===== src/div_pkg.sv =====
package div_pkg;

    // datapath width
    localparam int DATA_W = 32;

    // op code, bit 0 marks unsigned, bit 1 marks remainder
    localparam int OP_W = 2;

    localparam logic [OP_W-1:0] OP_DIV  = 2'b00;  // signed quotient
    localparam logic [OP_W-1:0] OP_DIVU = 2'b01;  // unsigned quotient
    localparam logic [OP_W-1:0] OP_REM  = 2'b10;  // signed remainder
    localparam logic [OP_W-1:0] OP_REMU = 2'b11;  // unsigned remainder

    // edges from the start sample to done high
    // load, DATA_W+1 iterations, correction, result register
    localparam int DIV_LATENCY = DATA_W + 3;

    // iteration counter of the core
    localparam int ROUND_W = $clog2(DATA_W + 2);

    // counter value of the correction step, the iterations run before it
    localparam logic [ROUND_W-1:0] FIX_ROUND = ROUND_W'(DATA_W + 1);

endpackage


===== src/div_core.sv =====
`timescale 1ns/1ps

module div_core import div_pkg::*; (
    input  logic              clk,
    input  logic              rst_n,
    input  logic              start,          // only seen while idle
    input  logic [DATA_W-1:0] dividend_mag,
    input  logic [DATA_W-1:0] divisor_mag,
    output logic [DATA_W-1:0] quotient,
    output logic [DATA_W-1:0] remainder,
    output logic              core_done
);

    logic                 active;
    logic [ROUND_W-1:0]   round;
    logic                 do_minus;     // subtract next when last result was positive
    logic [2*DATA_W+1:0]  scratch;      // partial remainder over dividend, two guard bits
    logic [DATA_W+1:0]    div_p;        // divisor, positive copy
    logic [DATA_W+1:0]    div_n;        // divisor, negated copy
    logic [DATA_W+1:0]    sum;
    logic                 sum_neg;

    // one adder serves both add and subtract
    assign sum     = (do_minus ? div_n : div_p) + scratch[DATA_W +: DATA_W+2];
    assign sum_neg = sum[DATA_W+1];

    // scratch is shifted left once more than the remainder
    assign remainder = scratch[DATA_W+1 +: DATA_W];

    // sequencing: load, DATA_W+1 iterations, one correction step
    always_ff @(posedge clk) begin
        if (!rst_n) begin
            active    <= 1'b0;
            round     <= '0;
            core_done <= 1'b0;
        end else begin
            core_done <= 1'b0;
            if (active) begin
                if (round == FIX_ROUND) begin
                    active    <= 1'b0;
                    core_done <= 1'b1;     // high for one cycle
                end else begin
                    round <= round + 1'b1;
                end
            end else if (start) begin
                active <= 1'b1;
                round  <= '0;
            end
        end
    end

    // datapath
    always_ff @(posedge clk) begin
        if (!active) begin
            if (start) begin
                scratch  <= {{(DATA_W+2){1'b0}}, dividend_mag};
                div_p    <= {2'b00, divisor_mag};
                div_n    <= -{2'b00, divisor_mag};
                do_minus <= 1'b1;          // first step always subtracts
            end
        end else if (round != FIX_ROUND) begin
            // keep the sum and bring in the next dividend bit
            scratch  <= {sum[DATA_W:0], scratch[DATA_W-1:0], 1'b0};
            quotient <= {quotient[DATA_W-2:0], ~sum_neg};
            do_minus <= ~sum_neg;
        end else if (!do_minus) begin
            // last partial remainder negative, add the divisor back
            scratch[DATA_W+1 +: DATA_W] <= remainder + div_p[DATA_W-1:0];
        end
    end

endmodule


===== src/div_result.sv =====
`timescale 1ns/1ps

module div_result import div_pkg::*; (
    input  logic              clk,
    input  logic              rst_n,
    input  logic              start,          // accepted start only
    input  logic              core_done,
    input  logic [DATA_W-1:0] quotient,
    input  logic [DATA_W-1:0] remainder,
    input  logic              neg_quot,
    input  logic              neg_rem,
    input  logic              div_zero,
    input  logic              overflow,
    input  logic              sel_rem,
    input  logic [DATA_W-1:0] dividend_hold,
    output logic [DATA_W-1:0] result,
    output logic              busy,
    output logic              done
);

    logic [DATA_W-1:0] mag;
    logic              neg;
    logic [DATA_W-1:0] signed_val;
    logic [DATA_W-1:0] final_val;

    assign mag        = sel_rem ? remainder : quotient;
    assign neg        = sel_rem ? neg_rem : neg_quot;
    assign signed_val = neg ? -mag : mag;

    // architectural results of the special cases
    always_comb begin
        if (div_zero) begin
            final_val = sel_rem ? dividend_hold : '1;
        end else if (overflow) begin
            final_val = sel_rem ? '0 : {1'b1, {(DATA_W-1){1'b0}}};
        end else begin
            final_val = signed_val;
        end
    end

    // busy from the start edge until done falls
    always_ff @(posedge clk) begin
        if (!rst_n) begin
            busy <= 1'b0;
            done <= 1'b0;
        end else begin
            done <= core_done;
            if (start) begin
                busy <= 1'b1;              // back to back start in the done cycle
            end else if (done) begin
                busy <= 1'b0;
            end
        end
    end

    // result holds until the next done
    always_ff @(posedge clk) begin
        if (core_done) begin
            result <= final_val;
        end
    end

endmodule


===== src/div_sign_ctrl.sv =====
`timescale 1ns/1ps

module div_sign_ctrl import div_pkg::*; (
    input  logic              clk,
    input  logic              rst_n,
    input  logic              start,          // accepted start only
    input  logic [OP_W-1:0]   op,
    input  logic [DATA_W-1:0] dividend,
    input  logic [DATA_W-1:0] divisor,
    output logic [DATA_W-1:0] dividend_mag,   // combinational, valid with start
    output logic [DATA_W-1:0] divisor_mag,
    output logic              neg_quot,
    output logic              neg_rem,
    output logic              div_zero,
    output logic              overflow,
    output logic              sel_rem,
    output logic [DATA_W-1:0] dividend_hold
);

    logic signed_op;
    logic dividend_neg;
    logic divisor_neg;
    logic divisor_zero;
    logic signed_ovf;

    assign signed_op    = (op == OP_DIV) || (op == OP_REM);
    assign dividend_neg = signed_op & dividend[DATA_W-1];
    assign divisor_neg  = signed_op & divisor[DATA_W-1];
    assign divisor_zero = (divisor == '0);

    // most negative value over minus one
    assign signed_ovf = signed_op
                        & (dividend == {1'b1, {(DATA_W-1){1'b0}}})
                        & (divisor == '1);

    // magnitudes, the most negative value maps onto itself as unsigned 2^(W-1)
    assign dividend_mag = dividend_neg ? -dividend : dividend;
    assign divisor_mag  = divisor_neg ? -divisor : divisor;

    // flags for the result block, held for the whole division
    always_ff @(posedge clk) begin
        if (!rst_n) begin
            neg_quot <= 1'b0;
            neg_rem  <= 1'b0;
            div_zero <= 1'b0;
            overflow <= 1'b0;
            sel_rem  <= 1'b0;
        end else if (start) begin
            neg_quot <= (dividend_neg ^ divisor_neg) & ~divisor_zero;
            neg_rem  <= dividend_neg;      // remainder follows dividend sign
            div_zero <= divisor_zero;
            overflow <= signed_ovf;
            sel_rem  <= op[1];
        end
    end

    // original dividend, needed for the divide by zero remainder
    always_ff @(posedge clk) begin
        if (start) begin
            dividend_hold <= dividend;
        end
    end

endmodule


===== src/div_unit.sv =====
`timescale 1ns/1ps

module div_unit import div_pkg::*; (
    input  logic              clk,
    input  logic              rst_n,
    input  logic              start,
    input  logic [OP_W-1:0]   op,
    input  logic [DATA_W-1:0] dividend,
    input  logic [DATA_W-1:0] divisor,
    output logic [DATA_W-1:0] result,
    output logic              busy,
    output logic              done
);

    logic              start_acc;
    logic [DATA_W-1:0] dividend_mag;
    logic [DATA_W-1:0] divisor_mag;
    logic              neg_quot;
    logic              neg_rem;
    logic              div_zero;
    logic              overflow;
    logic              sel_rem;
    logic [DATA_W-1:0] dividend_hold;
    logic [DATA_W-1:0] quotient;
    logic [DATA_W-1:0] remainder;
    logic              core_done;

    // drop start while busy, busy ends with the done cycle
    assign start_acc = start & (~busy | done);

    div_sign_ctrl div_sign_ctrl_i (
        .clk           (clk),
        .rst_n         (rst_n),
        .start         (start_acc),
        .op            (op),
        .dividend      (dividend),
        .divisor       (divisor),
        .dividend_mag  (dividend_mag),
        .divisor_mag   (divisor_mag),
        .neg_quot      (neg_quot),
        .neg_rem       (neg_rem),
        .div_zero      (div_zero),
        .overflow      (overflow),
        .sel_rem       (sel_rem),
        .dividend_hold (dividend_hold)
    );

    div_core div_core_i (
        .clk          (clk),
        .rst_n        (rst_n),
        .start        (start_acc),
        .dividend_mag (dividend_mag),
        .divisor_mag  (divisor_mag),
        .quotient     (quotient),
        .remainder    (remainder),
        .core_done    (core_done)
    );

    div_result div_result_i (
        .clk           (clk),
        .rst_n         (rst_n),
        .start         (start_acc),
        .core_done     (core_done),
        .quotient      (quotient),
        .remainder     (remainder),
        .neg_quot      (neg_quot),
        .neg_rem       (neg_rem),
        .div_zero      (div_zero),
        .overflow      (overflow),
        .sel_rem       (sel_rem),
        .dividend_hold (dividend_hold),
        .result        (result),
        .busy          (busy),
        .done          (done)
    );

endmodule


===== config.mk =====
export PLATFORM = sky130hd
export DESIGN_NAME = div_unit
export DESIGN_NICKNAME = d
export VERILOG_FILES = /design/src/div_pkg.sv /design/src/div_core.sv /design/src/div_result.sv /design/src/div_sign_ctrl.sv /design/src/div_unit.sv
export SDC_FILE = /design/constraint.sdc
export NUM_CORES = 1
export LEC_CHECK = 0
export BUFFER_PORTS_ARGS = -buffer_cell sky130_fd_sc_hd__buf_2
export CORE_UTILIZATION = 40
export DETAILED_ROUTE_END_ITERATION = 6
export PLACE_DENSITY_LB_ADDON = 0.05
export SETUP_SLACK_MARGIN = 0.02
export SYNTH_ARGS = -nofsm -noshare
export SYNTH_HDL_FRONTEND = slang
export SYNTH_HIERARCHICAL = 1
export SYNTH_SLANG_ARGS = --single-unit
export TNS_END_PERCENT = 10

===== constraint.sdc =====
create_clock -name clk -period 6.7 [get_ports clk]
set_clock_uncertainty 0.05 [all_clocks]
set_input_delay 0.67 -clock clk [delete_from_list [all_inputs] [get_ports clk]]
set_output_delay 0.67 -clock clk [all_outputs]
set_load 0.02 [all_outputs]

==> results.txt, run 1 <==
----------------------------------------------------
[Run]
  Number of maximum-capacitance violations ... 0

[Logic synthesis]
  Net count of the mapped netlist ... 1,681
  Yosys reg bits ... 243
  Avg Cell Area, Syn ... 10.47 sq um
  Main flop type after synthesis ... edfxtp_1
  Leading cell types by total area after synthesis ... edfxtp_1, ha_1, mux2_2
  Synthesis warning total ... 6
  Instance count of the mapped netlist ... around 1,500
  Count of flip-flops with a built-in enable after synthesis ... 228
  Ys async rst share ... 0%
  Yosys cell types ... 91
  Post-synthesis cell type with the largest combined area ... edfxtp_1
  Portion of synthesized cell area occupied by the leading cell type ... 42.50%
  Syn Std Cell Area ... between 15,000 and 20,000 sq um
  Share of synthesized area occupied by flip-flops and latches ... 44.36%

[Clocking]
  Buffer count from post-CTS setup fixing ... 0
  Number of clock sinks seen by CTS ... 243
  Clk_lat worst skew ... 0.55 ns
  Root buffer selected by CTS ... clkbuf_16
  H-tree Lvls ... 1
  Total of cells resized after clock tree synthesis ... 0
  Number of buffers on the longest clock path ... 3
  Clock transition time at the flip-flop clock pins of the worst setup and hold paths ... 0.06 ns
  CTS tree ... built
  Post-CTS Hold Fix Bufs ... 0
  Inserted Clock Buffers ... 28

[Pwr]
  Relative contribution of combinational cells to total power ... a little under 30%
  Clock network power share ... a little under a third
  Sequential Power Share ... 40.1%
  Sw frac ... 32.55%
  Power density over cell area ... 277.6 nW/um^2
  Internal power contribution ... 0.003347 W
  Net switching power figure ... 0.001615 W
  Maximum VDD drop ... 0.1696 mV
  Pleak ... ~6.6 nW

[Cells and area]
  NumNets Final ... 1,745
  Share of final-layout standard cells stronger than drive strength 1 ... 16.15%
  Highest-count cells in the layout ignoring fill and taps ... edfxtp_1, a21oi_1, nor2_1, buf_2, o21ai_0
  Layout Area Growth over Synthesis ... 10.93%
  Leading cell type in the layout, fill and taps excluded ... edfxtp_1
  Final Cell Area ... 17,870 sq um
  Diodes inserted ... 0
  Share of the core filled with cells in the final layout ... 44.98%

[Global routing]
  GRT Total Usage ... 22.69%
  Total grt overflow ... 0
  Initial antenna violation count ... 4
  Global routing met1 resource utilization ... 31.78%
  Largest net degree at the start of global routing ... 66
  Most Crowded Layer GR ... met2
  Vias in the first global route ... between 10,000 and 15,000
  Global-route wire length before repair ... 71.70 mm
  Met2 track demand over resource ... 37.11%
  GRT met3 Usage ... 2.600%

[Timing]
  Min Tclk post-route ... 4.262 ns
  Total Neg Setup Slack ... 0 ns
  Setup repair after global routing missed its margin ... no
  Worst-margin pin slew ... 1.195 ns
  Fmax ... roughly 0.23 GHz
  Total of endpoints with negative setup slack in the final report ... 0
  Final worst path period share ... 63.61%
  Number of max-slew violations in the final report ... 0
  Slew HR ... 19.59%
  Number of failing hold endpoints at the final stage ... 0

[Floorplanning]
  Floorplan Core Area ... between 30,000 and 40,000 sq um
  Die Wd ... ~200 um
  Chip Height ... 202.7 um
  Cell Rows ... 73
  Starting utilization of the core area ... between 40% and 50%
  Top-Level Pins ... 103
  Die Area ... 41,080 sq um

[Routing]
  DRC ... 0
  DR WL/cell ... 21.82 um
  DR vias ... 12,360
  TritonRoute pass-1 iters ... 6
  Antenna violation net count after detailed routing ... 0
  DR vias/cell ... approximately 5.8
  DRC marker count from the first detailed-route iteration ... 837
  Total wire length ... 46.84 mm

[Setup path]
  Worst-path fanout max ... 14
  Nature of the critical path startpoint ... register
  Required time of the worst setup path ... 6.94 ns
  CP endpoint kind ... register
  Worst EP arrival ... 4.51 ns
  Classification of the worst setup path ... reg -> reg

[Placement]
  Final GP Congestion ... 0.9052
  IO buf count ... 102
  Area post-placement ... 16,970 sq um
  HPWL reported at the end of detailed placement ... 35.34 mm

[Worst hold path]
  Worst min path class ... in -> reg

[Outcome]
  Result of the run ... finished, final reports clean

----------------------------------------------------
[stage by stage]
| step | hold WS (ns) | instances | total power (W) | setup slack [ns] |
|---|---|---|---|---|
| after global routing | 0.2742 | 2147 | 0.005235 | 2.207 |
| final | 0.2942 | 2147 | 0.004962 | 2.438 |
| after detailed placement | 0.3951 | 2098 | 0.003466 | 2.300 |
| after CTS | 0.2700 | 2147 | 0.005001 | 2.576 |
| after global placement | 0.3802 | 2098 | 0.003460 | 2.322 |
| after floorplan | 0.3757 | 1539 | 0.003082 | 0.4090 |
[critical path, stage by stage, from the launching register on]
cell	delay, ns
edfxtp_1	0.75
o21ai_0	0.27
fa_1	0.50
a211oi_1	0.26
nor2_1	0.12
o31ai_1	0.66
a2111oi_2	0.22
o21ai_1	0.30
a21oi_2	0.13
a2111oi_0	0.51
or3_1	0.17
a21oi_1	0.06
[state kept, by name, summed over array words and instances, names as in the netlist]
signal	count
div_core_i/active	1
div_core_i/core_done	1
div_core_i/div_n	34
div_core_i/div_p	31
div_core_i/do_minus	1
div_core_i/quotient	32
div_core_i/round	6
div_core_i/scratch	66
div_result_i/busy	1
div_result_i/done	1
div_result_i/result	32
div_sign_ctrl_i/div_zero	1
div_sign_ctrl_i/dividend_hold	32
div_sign_ctrl_i/neg_quot	1
div_sign_ctrl_i/neg_rem	1
div_sign_ctrl_i/overflow	1
div_sign_ctrl_i/sel_rem	1
[synth_stat cells, types with 25 or more instances]
cell type / n
xor2_1: 79
edfxtp_1: 228
ha_1: 71
inv_1: 26
a21o_1: 35
a31oi_1: 25
nand3_1: 30
clkbuf_1: 42
a21oi_1: 106
buf_4: 34
nand2_1: 84
mux2_2: 63
xnor2_1: 80
o21ai_0: 95
nor3_1: 55
nor2_1: 105
mux2i_1: 37
[routing by layer]
metal  part of all wire (%)  routed length, um  vias to the layer above
li1                       -                  -                     5935
met1                     45              21270                     6006
met2                     47              21990                      345
met3                    4.8               2245                       74
met4                    2.8               1321                        2
met5                  0.036                 17                        -
[kinds of logic (layout without fill, tap and decap cells)]
logic type | count (synthesis) | in the layout | synth area share [%]
AND/OR/NAND/NOR | 442 | 442 | 14.66
buffers and inverters | 116 | 199 | 3.658
adder cells (fa/ha/maj) | 73 | 73 | 5.763
AO/OA/AOI/OAI | 404 | 404 | 16.08
XOR/XNOR | 159 | 159 | 8.644
multiplexers | 102 | 102 | 6.842
flip-flops | 243 | 243 | 44.36
[area by class of cell]
class                      instances  area (sq um)
timing repair buffer             122         660.6
multi-input combinational       1180          8396
tap                              525         656.9
sequential                       243          7152
clock buffer                      38         799.5
clock inverter                    11         102.6
fill                            3832         21860
inverter                          28         105.1
[worst paths after layout]
| check | startpoint | endpoint | slack (ns) | cells past startpoint |
|---|---|---|---|---|
| hold / removal | dividend[6] | div_sign_ctrl_i/dividend_hold[6] | 0.29 | 1 |
| setup reg to reg | div_core_i/do_minus | div_core_i/scratch[65] | 2.44 | 11 |
| setup / recovery | div_core_i/do_minus | div_core_i/scratch[65] | 2.44 | 11 |
| hold reg to reg | div_core_i/quotient[30] | div_core_i/quotient[31] | 0.41 | 0 |
[power groups by stage]
| stage | clock network, W | registers, W | logic (W) |
|---|---|---|---|
| 6_report | 0.00152 | 0.00199 | 0.00146 |
| 4_1_cts | 0.00156 | 0.00199 | 0.00145 |
| 2_1_floorplan | 0 | 0.00193 | 0.00115 |
| 3_5_place_dp | 0 | 0.00202 | 0.00145 |
| 3_3_place_gp | 0 | 0.00202 | 0.00144 |
| 5_1_grt | 0.00161 | 0.00200 | 0.00162 |
(Power assumes the default switching activity.)
==> inputs of run 2 (changes only) <==
--- a/config.mk
+++ b/config.mk
@@ -5,6 +5,7 @@
 export SDC_FILE = /design/constraint.sdc
 export NUM_CORES = 1
 export LEC_CHECK = 0
+export ABC_AREA = 1
 export BUFFER_PORTS_ARGS = -buffer_cell sky130_fd_sc_hd__buf_2
 export CORE_UTILIZATION = 40
 export DETAILED_ROUTE_END_ITERATION = 6
==> constraint.sdc (replaced) <==
create_clock -name clk -period 4.3 [get_ports clk]
set_clock_uncertainty 0.05 [all_clocks]
set_input_delay 0.43 -clock clk [delete_from_list [all_inputs] [get_ports clk]]
set_output_delay 0.43 -clock clk [all_outputs]
set_load 0.02 [all_outputs]
==> run 2 against run 1 <==
Compared with the run above: cell area rose by 15%; combinational power up 84%; clock power up 67%; synthesized area rose by 16%; first-iteration DRC count grew 54%; sequential power rose by 55%; largest cell class unchanged; maximum frequency grew 33%.
==> results.txt, run 2 <==
----------------------------------------------------
[Cells and area]
  Flip-flop count of the largest register after layout ... 66
  Largest regs ... div_core_i/scratch: 66 flops, div_core_i/div_n: 34 flops
  Highest-count cells in the layout ignoring fill and taps ... nand2_1, inv_1, edfxtp_1, nor2_1, nand3_1
  Share of final-layout standard cells stronger than drive strength 1 ... between 10% and 20%
  Top reg by flops ... div_core_i/scratch
  Final non-filler cell total ... around 3,300
  Diodes inserted ... 0
  Leading cell type in the layout, fill and taps excluded ... nand2_1
  Layout Area Growth over Synthesis ... 10.28%
  Final-layout fill cell count ... 4,789
  NumNets Final ... 2,806

[Timing]
  Setup repair after global routing missed its margin ... no
  Worst-margin pin slew ... 0.9494 ns
  Final worst path period share ... 74.63%
  Number of failing hold endpoints at the final stage ... 0
  Fmax ... 0.3116 GHz
  Final worst slack ... 1.091 ns
  Total of endpoints with negative setup slack in the final report ... 0
  Slew HR ... 36.46%
  Total Neg Setup Slack ... 0 ns
  Min Tclk post-route ... roughly 3.2 ns
  Number of max-slew violations in the final report ... 0

[Logic synthesis]
  Post-synthesis cell type with the largest combined area ... edfxtp_1
  Count of flip-flops with a built-in enable after synthesis ... approximately 230
  Ys async rst share ... 0%
  Most repeated cell in the gate-level netlist after synthesis ... nand2_1
  Synthesis warning total ... 6
  Combinational family with the most area after synthesis ... simple AND/OR/NAND/NOR gates
  Mux share of post-synthesis cell area ... 1.812%
  Net count of the mapped netlist ... roughly 2,700
  Synth Area in XOR/XNOR ... between 4 and 5%
  Instance count of the mapped netlist ... ~2,600
  Avg Cell Area, Syn ... 7.197 sq um
  Leading cell types by total area after synthesis ... edfxtp_1, nand2_1, inv_1
  Syn Std Cell Area ... 18,650 sq um
  Yosys cell types ... 54
  Top cells by count, synth ... nand2_1, inv_1, edfxtp_1, nor2_1, nand3_1
  Share of synthesized area occupied by flip-flops and latches ... 38.33%
  Main flop type after synthesis ... edfxtp_1
  Yosys reg bits ... approximately 240
  Area fraction in and, or, nand and nor cells after synthesis ... about a third
  Fraction of the mapped netlist area in adder cells ... ~5.0%
  Compound-gate portion of the synthesized area ... 7.287%
  Portion of synthesized cell area occupied by the leading cell type ... 36.71%

[Floorplanning]
  Die Wd ... 217.9 um
  Starting utilization of the core area ... 40.83%
  Cell Rows ... slightly below 80
  Top-Level Pins ... 103
  Chip Height ... 217.9 um
  Floorplan Core Area ... 45,670 sq um
  Die Area ... 47,490 sq um

[Routing]
  DR vias/cell ... 5.062
  Total wire length ... slightly above 60 mm
  DRC ... 0
  Antenna violation net count after detailed routing ... 0
  DR vias ... approximately 17,000
  DRC marker count from the first detailed-route iteration ... 1,292
  DR WL/cell ... 18.53 um
  TritonRoute pass-1 iters ... 5

[Clocking]
  Clk_lat worst skew ... around 0.6 ns
  Number of clock sinks seen by CTS ... 243
  Root buffer selected by CTS ... clkbuf_16
  Buffer count from post-CTS setup fixing ... 0
  CTS tree ... built
  H-tree Lvls ... 1
  Clock transition time at the flip-flop clock pins of the worst setup and hold paths ... 0.06 ns
  Number of buffers on the longest clock path ... 3
  Inserted Clock Buffers ... 30
  Total of cells resized after clock tree synthesis ... 0

[Placement]
  IO buf count ... a little over 100
  Post-Place Worst Slack ... 0.9118 ns
  Final GP Congestion ... 0.9511
  Placed cells ... roughly 3,200
  HPWL reported at the end of detailed placement ... around 49 mm

[Setup path]
  Classification of the worst setup path ... reg -> reg
  CP endpoint kind ... register
  Nature of the critical path startpoint ... register
  Startpoint of the worst-slack reg-to-reg timing path ... div_core_i/do_minus
  Length in cells of the worst reg-to-reg path ... 12
  Worst EP arrival ... between 3 and 4 ns
  FF-to-FF setup slack ... between 1 and 1.5 ns
  Required time of the worst setup path ... approximately 4.6 ns
  End of the worst register-to-register path ... div_core_i/scratch[61]
  Worst-path fanout max ... 35

[Pwr]
  Maximum VDD drop ... 0.3085 mV
  Power density over cell area ... 403.3 nW/um^2
  Pleak ... a little under 10 nW

[Global routing]
  Vias in the first global route ... 15,750
  Total grt overflow ... 0
  Initial antenna violation count ... 1
  Global-route wire length before repair ... 92.36 mm
  Largest net degree at the start of global routing ... 75
  GRT Total Usage ... 25.66%

[Worst hold path]
  Instance count along the most critical hold path ... 1
  Min-delay src ... dividend[6]
  WHS Endpoint ... div_sign_ctrl_i/dividend_hold[6]
  Worst min path class ... in -> reg

[Outcome]
  Result of the run ... finished, final reports clean

[Run]
  Number of maximum-capacitance violations ... 0

----------------------------------------------------
run 2: cell types whose count changed in the layout (fill, tap and decap cells not counted), sizes merged, moves of 22 or more:
cell / delta
a31oi: -24
nor3: -31
a21o: -33
inv: +353
nor2: +147
nand3: +133
xnor2: -60
mux2: -35
nand2: +850
or3: -26
nor2b: -22
mux2i: -37
run 2: layer usage:
| metal | up-vias | wire length, um | part of all wire [%] | GRT usage, % |
|---|---|---|---|---|
| met5 | - | 0 | 0 | 0 |
| met4 | 0 | 1475 | 2.4 | 6.737 |
| met3 | 76 | 4445 | 7.3 | 5.579 |
| met2 | 461 | 26770 | 44 | 39.94 |
| met1 | 7672 | 28230 | 46 | 35.81 |
| li1 | 8434 | - | - | - |
run 2: cell type report:
type / count / area, sq um / area share, %
Clock buffer: 34 / 775.7 / 3.772
Inverter: 379 / 1426 / 6.936
Timing Repair Buffer: 121 / 668.1 / 3.249
Tap cell: 600 / 750.7 / 3.651
Sequential cell: 243 / 7148 / 34.76
Clock inverter: 22 / 221.5 / 1.077
Multi-Input combinational cell: 1889 / 9574 / 46.56
run 2: worst max-delay path by stage:
stage	depth (start not counted)	endpoint	start	slack, ns
3_5_place_dp	14	div_core_i/div_n[32]	divisor[31]	0.91
6_report	12	div_core_i/scratch[61]	div_core_i/do_minus	1.09
2_1_floorplan	6	div_core_i/scratch[33]	div_result_i/done	0.40
4_1_cts	12	div_core_i/scratch[61]	div_core_i/do_minus	1.13
5_1_grt	12	div_core_i/scratch[61]	div_core_i/do_minus	0.89
3_3_place_gp	14	div_core_i/div_n[32]	divisor[31]	0.99
run 2: what timing repair did:
item,in CTS,in global routing
endpoints found under the setup margin,0,0
hold endpoints to repair,6,0
hold buffers,6,0
run 2: where the power goes:
part | internal (W) | switching, W | total (W) | leakage (nW)
Clock | 0.00148 | 0.00106 | 0.00254 | 0.488
Sequential | 0.00288 | 0.000193 | 0.00308 | 2.29
Combinational | 0.000839 | 0.00184 | 0.00268 | 6.93
Total | 0.00521 | 0.00309 | 0.00829 | 9.71
run 2: cells by family (layout without fill, tap and decap cells):
| group | after synthesis | after routing |
|---|---|---|
| compound gates | 254 | 254 |
| flops | 243 | 243 |
| fa+ha+maj | 73 | 73 |
| simple gates | 1442 | 1442 |
| mux | 30 | 30 |
| xor+xnor | 90 | 90 |
| buf+inv | 459 | 556 |
run 2: through the flow:
step                hold WS (ns)  power [W]  instance area [sq um]  utilization [%]
detailed placement        0.3878   0.005775                  19510            42.71
finish                   0.02358   0.008293                  20560            45.03
global route           0.0001473   0.008813                  20560            45.03
global placement          0.3806   0.005763                  19510            42.71
floorplan                 0.3764   0.004983                  18660                -
CTS                    0.0007837   0.008359                  20560            45.03
run 2: critical path, stage by stage, from the launching register on:
cell	delay, ns
edfxtp_1	0.32
buf_4	0.43
mux2_2	0.47
ha_1	0.45
nand2_1	0.12
nor2_1	0.24
nand2_1	0.14
a21oi_1	0.26
nor2_1	0.10
nand2_1	0.07
nand2_1	0.05
nand3_1	0.08
a21oi_1	0.09
